$ cat config.mk
export PLATFORM = sky130hd
export DESIGN_NAME = cic_decimator
export DESIGN_NICKNAME = d
export VERILOG_FILES = /design/src/hw/cic_pkg.sv /design/src/hw/cc_filt.sv /design/src/hw/cic_decimator.sv /design/src/hw/cic_integrator_bank.sv /design/src/hw/double_diff.sv /design/src/hw/half_band.sv
export SDC_FILE = /design/constraint.sdc
export NUM_CORES = 2
export LEC_CHECK = 0
export ABC_AREA = 1
export BUFFER_PORTS_ARGS = -buffer_cell sky130_fd_sc_hd__buf_2
export CORE_MARGIN = 4
export CORE_UTILIZATION = 50
export CTS_CLUSTER_SIZE = 25
export DETAILED_ROUTE_END_ITERATION = 7
export PLACE_DENSITY_LB_ADDON = 0.25
export SETUP_SLACK_MARGIN = 0.02
export SLEW_MARGIN = 0
export SYNTH_ARGS = -nofsm -noshare
export SYNTH_HDL_FRONTEND = slang
export SYNTH_SLANG_ARGS = --single-unit
export TNS_END_PERCENT = 30
$ cat constraint.sdc
create_clock -name clk -period 4.47 [get_ports clk]
set_input_delay 0.2235 -clock clk [delete_from_list [all_inputs] [get_ports clk]]
set_output_delay 0.2235 -clock clk [all_outputs]
set_load 0.01 [all_outputs]
$ cat src/hw/cic_pkg.sv
package cic_pkg;

	// channels side by side at the input, one after another on the serial path
	localparam int n_chan = 4;
	// index width for a position inside a serial burst
	localparam int ch_w = $clog2(n_chan);
	// position of the last word in a burst
	localparam logic [ch_w-1:0] last_ch = ch_w'(n_chan - 1);

	// raw input sample width, two's complement
	localparam int in_w = 18;
	// integrator and differentiator width
	// integrators wrap modulo 2^dw, the differentiators undo the wrap
	localparam int dw = 32;

	// final result width
	localparam int out_w = 20;
	// shifted value ahead of saturation, one guard bit over the result
	localparam int sat_w = out_w + 1;

	// runtime scale control
	localparam int shift_w = 4;
	// fixed offset added to the shift, zero for R=4 at shift=0
	localparam int shift_base = 0;

	// decimation period control, R from 4 up to 255
	localparam int period_w = 8;

	// cycles through the half-band stage or its delay substitute
	localparam int hb_latency = 4;
	// half-band accumulator width
	// tap magnitudes sum to 36, so six bits over the sample width
	localparam int hb_w = out_w + 6;

endpackage

$ cat src/hw/cc_filt.sv
`timescale 1ns/1ns
module cc_filt #(
	// half-band smoothing after saturation
	parameter bit use_hb = 1'b1,
	// without the half-band, keep its latency anyway
	parameter bit use_delay = 1'b0
) (
	input  logic                               clk,
	input  logic                               rst_n,
	input  logic [cic_pkg::dw-1:0]             sr_in,
	input  logic                               sr_valid,
	input  logic [cic_pkg::shift_w-1:0]        shift,
	output logic signed [cic_pkg::out_w-1:0]   result,
	output logic                               strobe
);

	logic signed [cic_pkg::dw-1:0]    d2;
	logic                             valid2;
	logic [cic_pkg::shift_w:0]        full_shift;
	logic signed [cic_pkg::dw-1:0]    d2s;
	logic signed [cic_pkg::sat_w-1:0] d3;
	logic                             valid3;
	logic signed [cic_pkg::out_w-1:0] d4;
	logic                             valid4;
	logic signed [cic_pkg::out_w-1:0] d5;
	logic                             valid5;

	// comb section of the CIC
	double_diff diff (
		.clk   (clk),
		.rst_n (rst_n),
		.d_in  (sr_in),
		.g_in  (sr_valid),
		.d_out (d2),
		.g_out (valid2)
	);

	// scale back by the programmed amount, R^2 grows with the period
	assign full_shift = {1'b0, shift} + cic_pkg::shift_base[cic_pkg::shift_w:0];
	assign d2s = d2 >>> full_shift;

	always_ff @(posedge clk) begin
		// keep 21 bits, one over the result for the clamp below
		d3 <= d2s[cic_pkg::sat_w-1:0];
		// clamp on disagreement between the top two bits
		if (d3[cic_pkg::sat_w-1] == d3[cic_pkg::out_w-1])
			d4 <= d3[cic_pkg::out_w-1:0];
		else
			d4 <= {d3[cic_pkg::sat_w-1], {(cic_pkg::out_w-1){~d3[cic_pkg::sat_w-1]}}};
	end

	always_ff @(posedge clk or negedge rst_n) begin
		if (!rst_n) begin
			valid3 <= 1'b0;
			valid4 <= 1'b0;
		end else begin
			valid3 <= valid2;
			valid4 <= valid3;
		end
	end

	if (use_hb) begin : g_hb
		half_band hb (
			.clk   (clk),
			.rst_n (rst_n),
			.ind   (d4),
			.ing   (valid4),
			.outd  (d5),
			.outg  (valid5)
		);
	end else if (use_delay) begin : g_delay
		// plain pipe, same length as the half-band
		logic signed [cic_pkg::out_w-1:0] dd [cic_pkg::hb_latency];
		logic [cic_pkg::hb_latency-1:0] dv;
		always_ff @(posedge clk or negedge rst_n) begin
			if (!rst_n) begin
				for (int i = 0; i < cic_pkg::hb_latency; i++)
					dd[i] <= '0;
				dv <= '0;
			end else begin
				dd[0] <= d4;
				for (int i = 1; i < cic_pkg::hb_latency; i++)
					dd[i] <= dd[i-1];
				dv <= {dv[cic_pkg::hb_latency-2:0], valid4};
			end
		end
		assign d5 = dd[cic_pkg::hb_latency-1];
		assign valid5 = dv[cic_pkg::hb_latency-1];
	end else begin : g_direct
		assign d5 = d4;
		assign valid5 = valid4;
	end

	assign result = d5;
	assign strobe = valid5;

	// no output word may escape while held in reset, whichever tail is built
	a_quiet_reset: assert property (@(posedge clk) !rst_n |-> !strobe);

endmodule

$ cat src/hw/cic_decimator.sv
`timescale 1ns/1ns
module cic_decimator (
	input  logic                                      clk,
	input  logic                                      rst_n,
	input  logic [cic_pkg::n_chan*cic_pkg::in_w-1:0]  in_data,
	input  logic                                      in_valid,
	input  logic [cic_pkg::period_w-1:0]              period,
	input  logic [cic_pkg::shift_w-1:0]               shift,
	output logic signed [cic_pkg::out_w-1:0]          result,
	output logic                                      strobe
);

	// serial burst from the integrators, channel 0 first
	logic [cic_pkg::dw-1:0] sr_data;
	logic                   sr_valid;

	cic_integrator_bank bank (
		.clk      (clk),
		.rst_n    (rst_n),
		.in_data  (in_data),
		.in_valid (in_valid),
		.period   (period),
		.sr_data  (sr_data),
		.sr_valid (sr_valid)
	);

	// half-band on, 8 cycles from sr_valid to strobe
	cc_filt #(.use_hb(1'b1), .use_delay(1'b0)) filt (
		.clk      (clk),
		.rst_n    (rst_n),
		.sr_in    (sr_data),
		.sr_valid (sr_valid),
		.shift    (shift),
		.result   (result),
		.strobe   (strobe)
	);

endmodule

$ cat src/hw/cic_integrator_bank.sv
`timescale 1ns/1ns
module cic_integrator_bank (
	input  logic                                       clk,
	input  logic                                       rst_n,
	input  logic [cic_pkg::n_chan*cic_pkg::in_w-1:0]  in_data,
	input  logic                                       in_valid,
	input  logic [cic_pkg::period_w-1:0]               period,
	output logic [cic_pkg::dw-1:0]                     sr_data,
	output logic                                       sr_valid
);

	// input samples widened to the accumulator width
	logic signed [cic_pkg::dw-1:0] x_ext [cic_pkg::n_chan];
	// first and second integrator stage per channel
	logic signed [cic_pkg::dw-1:0] acc1 [cic_pkg::n_chan];
	logic signed [cic_pkg::dw-1:0] acc2 [cic_pkg::n_chan];
	// in_valid count within the current period
	logic [cic_pkg::period_w-1:0] cnt;
	logic snap;
	// serializer, word 0 is on the output
	logic [cic_pkg::dw-1:0] sr [cic_pkg::n_chan];
	// word position inside the running burst
	logic [cic_pkg::ch_w-1:0] bcnt;

	// channel i sits at bits i*in_w upward, sign extend each one
	always_comb begin
		for (int i = 0; i < cic_pkg::n_chan; i++) begin
			x_ext[i] = signed'(in_data[i*cic_pkg::in_w +: cic_pkg::in_w]);
		end
	end

	// period-th valid since the last snapshot
	assign snap = in_valid && (cnt == period - 1'b1);

	always_ff @(posedge clk or negedge rst_n) begin
		if (!rst_n) begin
			cnt <= '0;
		end else if (in_valid) begin
			cnt <= snap ? '0 : cnt + 1'b1;
		end
	end

	// two integrators in series, only on valid
	// acc2 picks up the old acc1, one sample of delay per stage
	always_ff @(posedge clk or negedge rst_n) begin
		if (!rst_n) begin
			for (int i = 0; i < cic_pkg::n_chan; i++) begin
				acc1[i] <= '0;
				acc2[i] <= '0;
			end
		end else if (in_valid) begin
			for (int i = 0; i < cic_pkg::n_chan; i++) begin
				acc1[i] <= acc1[i] + x_ext[i];
				acc2[i] <= acc2[i] + acc1[i];
			end
		end
	end

	// snapshot takes the updated second stage, i.e. acc2 + acc1
	// otherwise shift down one word per burst cycle
	always_ff @(posedge clk) begin
		if (snap) begin
			for (int i = 0; i < cic_pkg::n_chan; i++) begin
				sr[i] <= acc2[i] + acc1[i];
			end
		end else if (sr_valid) begin
			for (int i = 0; i < cic_pkg::n_chan - 1; i++) begin
				sr[i] <= sr[i+1];
			end
		end
	end

	// burst runs n_chan cycles starting the cycle after the snapshot
	always_ff @(posedge clk or negedge rst_n) begin
		if (!rst_n) begin
			sr_valid <= 1'b0;
			bcnt <= '0;
		end else if (snap) begin
			sr_valid <= 1'b1;
			bcnt <= '0;
		end else if (sr_valid) begin
			if (bcnt == cic_pkg::last_ch)
				sr_valid <= 1'b0;
			bcnt <= bcnt + 1'b1;
		end
	end

	assign sr_data = sr[0];

	// input spacing must let a burst drain before the next snapshot
	// landing on the last word of a burst is still fine
	a_no_overlap: assert property (@(posedge clk) disable iff (!rst_n)
		snap |-> (!sr_valid || bcnt == cic_pkg::last_ch));

endmodule

$ cat src/hw/double_diff.sv
`timescale 1ns/1ns
module double_diff (
	input  logic                          clk,
	input  logic                          rst_n,
	input  logic signed [cic_pkg::dw-1:0] d_in,
	input  logic                          g_in,
	output logic signed [cic_pkg::dw-1:0] d_out,
	output logic                          g_out
);

	// per stage: delay line of n_chan words, one per channel
	logic signed [cic_pkg::dw-1:0] dl [2][cic_pkg::n_chan];
	// stage inputs
	logic signed [cic_pkg::dw-1:0] st_d [2];
	logic                          st_g [2];
	// stage outputs, registered
	logic signed [cic_pkg::dw-1:0] st_q [2];
	logic                          st_v [2];
	// valid run length modulo n_chan, for the burst check
	logic [cic_pkg::ch_w-1:0] run;

	// stage 0 eats the input, stage 1 eats stage 0
	always_comb begin
		st_d[0] = d_in;
		st_g[0] = g_in;
		st_d[1] = st_q[0];
		st_g[1] = st_v[0];
	end

	// oldest word in the line is the same channel one burst back
	// line only moves on valid so gaps between bursts do no harm
	always_ff @(posedge clk or negedge rst_n) begin
		if (!rst_n) begin
			for (int s = 0; s < 2; s++) begin
				for (int i = 0; i < cic_pkg::n_chan; i++)
					dl[s][i] <= '0;
				st_q[s] <= '0;
				st_v[s] <= 1'b0;
			end
		end else begin
			for (int s = 0; s < 2; s++) begin
				st_v[s] <= st_g[s];
				if (st_g[s]) begin
					st_q[s] <= st_d[s] - dl[s][cic_pkg::n_chan-1];
					dl[s][0] <= st_d[s];
					for (int i = 1; i < cic_pkg::n_chan; i++)
						dl[s][i] <= dl[s][i-1];
				end
			end
		end
	end

	assign d_out = st_q[1];
	assign g_out = st_v[1];

	always_ff @(posedge clk or negedge rst_n) begin
		if (!rst_n)
			run <= '0;
		else if (g_in)
			run <= (run == cic_pkg::last_ch) ? '0 : run + 1'b1;
		else
			run <= '0;
	end

	// a stretch of valids is made of whole n_chan bursts,
	// otherwise channels slip in the delay lines
	a_burst_len: assert property (@(posedge clk) disable iff (!rst_n)
		$fell(g_in) |-> run == '0);

endmodule

$ cat src/hw/half_band.sv
`timescale 1ns/1ns
module half_band (
	input  logic                             clk,
	input  logic                             rst_n,
	input  logic signed [cic_pkg::out_w-1:0] ind,
	input  logic                             ing,
	output logic signed [cic_pkg::out_w-1:0] outd,
	output logic                             outg
);

	// six past samples per channel, same channel k back at k*n_chan-1
	logic signed [cic_pkg::out_w-1:0] line [6*cic_pkg::n_chan];
	// stage 1: pairs folded around the center tap
	logic signed [cic_pkg::hb_w-1:0] s1_outer;
	logic signed [cic_pkg::hb_w-1:0] s1_inner;
	logic signed [cic_pkg::hb_w-1:0] s1_mid;
	// stage 2: weighted partial sums
	logic signed [cic_pkg::hb_w-1:0] s2_nine;
	logic signed [cic_pkg::hb_w-1:0] s2_rest;
	// stage 3: full sum, 32 times the output
	logic signed [cic_pkg::hb_w-1:0] s3_sum;
	// rounded, scaled and clamped
	logic signed [cic_pkg::hb_w-1:0] y_sh;
	logic signed [cic_pkg::out_w-1:0] y_sat;
	logic [cic_pkg::hb_latency-1:0] vpipe;

	always_ff @(posedge clk or negedge rst_n) begin
		if (!rst_n) begin
			for (int i = 0; i < 6*cic_pkg::n_chan; i++)
				line[i] <= '0;
		end else if (ing) begin
			line[0] <= ind;
			for (int i = 1; i < 6*cic_pkg::n_chan; i++)
				line[i] <= line[i-1];
		end
	end

	// taps -1 0 9 16 9 0 -1, odd taps beside the center are zero
	always_ff @(posedge clk) begin
		s1_outer <= ind + line[6*cic_pkg::n_chan-1];
		s1_inner <= line[2*cic_pkg::n_chan-1] + line[4*cic_pkg::n_chan-1];
		s1_mid   <= line[3*cic_pkg::n_chan-1];
		// 9x as 8x + x, 16x as a plain shift
		s2_nine  <= (s1_inner <<< 3) + s1_inner;
		s2_rest  <= (s1_mid <<< 4) - s1_outer;
		s3_sum   <= s2_nine + s2_rest;
		outd     <= y_sat;
	end

	// divide by 32 with round half up, a settled input comes back unchanged
	always_comb begin
		y_sh = s3_sum + $signed(6'd16);
		y_sh = y_sh >>> 5;
		// all upper bits equal to the new sign bit means it fits
		if (~|y_sh[cic_pkg::hb_w-1:cic_pkg::out_w-1] || &y_sh[cic_pkg::hb_w-1:cic_pkg::out_w-1])
			y_sat = y_sh[cic_pkg::out_w-1:0];
		else
			y_sat = {y_sh[cic_pkg::hb_w-1], {(cic_pkg::out_w-1){~y_sh[cic_pkg::hb_w-1]}}};
	end

	// valid walks alongside the four data stages
	always_ff @(posedge clk or negedge rst_n) begin
		if (!rst_n)
			vpipe <= '0;
		else
			vpipe <= {vpipe[cic_pkg::hb_latency-2:0], ing};
	end

	assign outg = vpipe[cic_pkg::hb_latency-1];

endmodule

**After elaboration in Yosys (flattened, before gate mapping)**

Memory sizes are Yosys's and may differ from the RTL's.
Index checks and enable logic that the tools add are counted.

- Bits in registers: 1276
- Bits in writable memories: 128
- Input bits: 87
- Output and inout port bits: 21
- Memories: 1

Memories:

| name | words | bits a word | read ports | clocked after Yosys merged registers in | write ports | RTL line | text |
|---|---|---|---|---|---|---|---|
| bank.sr | 4 | 32 | 4 | 0 | 4 | cic_integrator_bank.sv:21 | `logic [cic_pkg::dw-1:0] sr [cic_pkg::n_chan];` |

- Add/subtract/negate cells: 19
- Equal/unequal tests: 3
- Shift operators: 1
- Multiplexer cells: 16
- Bitwise gates (word level): 5
- Reduce and logical (&&, ||, !) cells: 6

Operators with widths:

| kind | count |
|---|---|
| 32-bit by 18-bit adder with 32-bit output | 4 |
| 32-bit adder | 4 |
| 32-bit 2-to-1 mux | 3 |
| 32-bit subtractor | 2 |
| 20-bit by 20-bit adder with 21-bit output | 2 |
| 20-bit 2-to-1 mux | 2 |
| 32-bit by 4-bit >>> shifter with 21-bit output | 1 |
| 26-bit adder | 1 |
| 26-bit by 6-bit adder with 26-bit output, second input constant | 1 |
| 24-bit by 21-bit adder with 25-bit output | 1 |
| 24-bit by 21-bit subtractor with 25-bit output | 1 |
| 8-bit by 1-bit adder with 8-bit output, second input constant | 1 |
| 8-bit == test | 1 |
| 1-bit 2-to-1 mux | 8 |
| 8-bit 2-to-1 mux | 1 |
| 8-bit by 1-bit subtractor with 8-bit output, second input constant | 1 |
| 2-bit 2-to-1 mux | 2 |
| 1-bit bitwise OR | 3 |
| 2-bit by 1-bit adder with 2-bit output, second input constant | 1 |
| 2-bit == test, second input constant | 1 |
| 1-bit NOT | 2 |
| 2-bit AND reduction | 1 |
| 2-bit nonzero test | 1 |
| 2-bit OR reduction | 1 |
| 4 further kinds | 4 |

**Depth between registers and ports, before layout**

- Depth in word-level cells: 6
- Mapped depth: 16
- Mapped depth without buffers: 15

**Modules after synthesis**

Synthesis repeated with hierarchy kept, for this count alone.

- Cells, all modules: 11681
- Area total of the unflattened synthesis: 81612.0 sq um

Modules (own cells, without submodules):

| module | times used | cells an instance | area an instance (sq um) | sequential area each (sq um) |
|---|---|---|---|---|
| cic_integrator_bank | 1 | 5576 | 34242.8 | 10525.1 |
| half_band | 1 | 3422 | 28297.1 | 15194.6 |
| double_diff | 1 | 2293 | 16714.8 | 8057.7 |
| cc_filt | 1 | 390 | 2357.3 | 870.8 |

**Worst setup path after synthesis**

No wires, ideal clock.

- Kind: input to register
- From: input port period[0] (netlist bit)
- To: memory bank.sr[0][0] (netlist bit), enable pin
- Arrival: 3593 ps
- Required time: 4012 ps
- Path slack: 420 ps
- Stages on the path: 13
- Buffers on the path: 2
- Path through: inv_1 -> ha_1 -> nand2_1 -> inv_1 -> nor2_1 -> nand3_1 -> nor2_1 -> nand3_1 -> nor2_1 -> nand2_2 -> buf_4 -> buf_2 -> nand2_1

RTL lines:

| what | RTL line | text |
|---|---|---|
| from (decl) | cic_decimator.sv:7 | `input logic [cic_pkg::period_w-1:0] period,` |
| to (decl) | cic_integrator_bank.sv:21 |  |

==> flow_summary_export.csv <==
group,metric,value,unit
global_route,grt_remaining_overflow,0,
route,first_iter_violations,5138,
pwr,vdd_drop_max,0.5137,mV
synth,yosys_warnings,0,
synth,synth_top_area_cell,"dfrtp_1",
timing,setup_tns,0,ns
timing,layout_min_cycle_time,2.849,ns
run,drv_cap,0,
critical_path,path_class,"reg2reg",
floorplan,io-pin-count,108,
floorplan,start_util,0.5053,
timing,maxSlewHeadroom,0.3136,
route,wl,213.0,mm
global_route,antenna_found_initial,2,
synth,synth_edf_count,128,
clock_network,cts_buffers,153,
synth,synth_area_leaders,"dfrtp_1, nand2_1, inv_1",
route,drc,2,
timing,rsz0062_at_grt,"no",
finish,fillers,15246,
critical_path,critPathRequiredTime,4.93,ns
clock_network,htreeDepth,4,
floorplan,fp.coreArea,159100,µm²
route,wl_per_cell,15.57,µm
timing,setup-violations-final,0,
synth,yosys.cell_types.count,40,
clock_network,clock_sinks,1398,
critical_path,start_kind,"register",
run_status,outcome,"complete, but fails checks",
route,num_vias,68963,
finish,fin_nets,11925,
clock_network,post_cts_buffers,0,
global_route,first_global_vias,66531,
worst_hold_path,hold_path_class,"in2async",
synth,syn_inst,11320,
synth,synth_top_area_frac,0.3346,
placement,place_congestion,0.9498,
route,ant_nets,0,
synth,async_flop_share,0.7690,
global_route,track_usage,0.2547,
synth,synthFlopType,"dfrtp_1",
critical_path,cp.arrival,3.31,ns
synth,synth.avg_cell_area,7.102,µm²
pwr,power_density,871.4,nW/µm²
global_route,grt_pass1_wl,348.4,mm
floorplan,rows,146,
placement,dp.cells,13322,
critical_path,path_max_fanout,49,
clock_network,hold_buffers,73,
placement,hpwl,161.7,mm
finish,postLayoutCoreUtil,0.5603,
finish,stdcell_count,13684,
synth,syn_nets,11841,
timing,worst_pin_slew,1.030,ns
pwr,p_leak,47.49,nW
floorplan,die_area,167300,µm²
placement,port_buffers,107,
clock_network,root_buffer,"clkbuf_16",
timing,skew,0.03283,ns
synth,post-synth-top-count-cell,"nand2_1",
finish,final_area,89150,µm²
clock_network,cts_buffer_depth,3,
timing,fmax,351.0,MHz
finish,area_growth,10.89,%
timing,report.final.hold_viol_count,0,
run_status,failed_checks,"design-rule violations",
placement,postPlaceCellArea,83030,µm²
global_route,grt_max_degree,191,
synth,ys_seq_elements,1398,
floorplan,fp.dieW,409.0,µm
timing,whs,0.03371,ns
timing,maxSlewViolCount,0,
route,dr.pass1.iters,8,
clock_network,tritoncts,"built",
finish,drive_gt1_frac,0.03701,
synth,syn_area,80390,µm²
route,viasPerCell,5.040,
synth,yosysSeqAreaShare,0.4310,
clock_network,clock_latency,0.79,ns
clock_network,cts-resized-gates,0,
synth,synth_common_cells,"nand2_1, inv_1, dfrtp_1",
timing,post-route-period-util,0.6374,
critical_path,crit_path_end_kind,"register",
clock_network,cts.clk_slew.worst_paths,0.06,ns
floorplan,fp.dieH,409.0,µm
[stage by stage]
stage,setup slack (ns),total power [mW]
after floorplan,0.4195,52.29
after global placement,1.352,63.64
after detailed placement,1.341,64.38
after CTS,1.614,78.07
after global routing,1.385,85.30
final,1.621,77.69
[placed cells by master (no fill, tap or decap), types with 5 or more instances in the layout]
master         count
a21boi_0          10
dfrtp_1         1072
clkbuf_8          33
clkinv_4           6
and2_1            36
ha_1             421
dfxtp_1          195
nand4_1           90
xnor2_1          105
o31ai_1            5
nand3_1          549
o21bai_1          29
buf_2            105
buf_12            17
clkinv_1           8
buf_4             27
o21a_1            14
clkbuf_1          31
xor2_1           146
mux2i_1            7
inv_1           1702
clkbuf_16        155
inv_6              7
edfxtp_1         128
a31oi_1           18
clkinvlp_4         5
or2_2             14
dlygate4sd3_1     73
a21oi_1          570
bufinv_16         10
fa_1              13
a21o_1            13
nor2_1           807
nand2_1         4264
clkinv_2          19
nor3_1            72
clkinv_16         10
o21ai_0          678
nand3b_1          45
[cell families after synthesis]
kind of cell,Yosys count,share of synthesized area
XOR/XNOR,252,0.02755
flip-flops,1398,0.4310
multiplexers,7,0.0008716
adder cells (fa/ha/maj),434,0.06876
AO/OA/AOI/OAI,1341,0.08608
buffers and inverters,2001,0.09427
AND/OR/NAND/NOR,5887,0.2915
[power breakdown]
part | switching, mW | internal, mW | leakage, nW
clock | 5.57 | 7.64 | 2.61
combinational | 27.2 | 13.9 | 28.8
sequential | 4.05 | 19.4 | 16.0
[sequential cells by signal (all words and copies together) (netlist names), 4 cells and up]
| signal | cells |
|---|---|
| filt.g_hb.hb.line | 480 |
| filt.diff.dl | 256 |
| bank.acc1 | 128 |
| bank.acc2 | 128 |
| bank.sr | 128 |
| filt.diff.d_out | 32 |
| filt.diff.st_d | 32 |
| filt.g_hb.hb.s2_nine | 25 |
| filt.g_hb.hb.s2_rest | 25 |
| filt.g_hb.hb.s3_sum | 22 |
| filt.d3 | 21 |
| filt.g_hb.hb.s1_inner | 21 |
| filt.g_hb.hb.s1_outer | 21 |
| filt.d4 | 20 |
| filt.g_hb.hb.outd | 20 |
| filt.g_hb.hb.s1_mid | 20 |
| bank.cnt | 8 |
| filt.g_hb.hb.vpipe | 4 |
[path summary, 6_finish.rpt]
path	from	to	slack (ns)	cells after the start
setup reg to reg	bank.cnt[5]	bank.sr[0][32]	1.62	8
hold / removal	rst_n	filt.diff.dl[77]	0.03	2
setup / recovery	bank.cnt[5]	bank.sr[0][32]	1.62	8
hold reg to reg	filt.g_hb.hb.vpipe[0]	filt.g_hb.hb.vpipe[1]	0.35	0
max in group asynchronous	rst_n	bank.acc1[16]	3.11	3
min in group clk	period[7]	bank.cnt[0]	0.07	9
[per-layer routing]
layer | up-vias | global-route usage | routed length, µm
li1 | 35456 | - | -
met1 | 31720 | 0.3511 | 98640
met2 | 1465 | 0.4237 | 99090
met3 | 322 | 0.03095 | 9321
met4 | 0 | 0.07202 | 5982
met5 | - | 0 | 0
[layout make-up]
| cell class | instances | area [µm²] | area share |
|---|---|---|---|
| Multi-Input combinational cell | 7921 | 38180 | 0.4282 |
| Sequential cell | 1398 | 34660 | 0.3888 |
| Inverter | 1706 | 6416 | 0.07197 |
| Clock buffer | 219 | 4449 | 0.04991 |
| Tap cell | 2146 | 2685 | 0.03012 |
| Timing Repair Buffer | 224 | 1826 | 0.02048 |
| Clock inverter | 68 | 932.1 | 0.01046 |
| Antenna cell | 2 | 5.005 | 0.00005614 |
[worst max-delay path: stages, from the launching register on]
cell	delay, ns
dfrtp_1	0.43
xnor2_1	0.23
o21ai_0	0.12
nand2_1	0.12
nand3_1	0.08
nor2_1	0.20
nand2_4	0.31
nand2_4	0.64
buf_12	0.34
No activity file was read; power rests on OpenSTA's default activity.
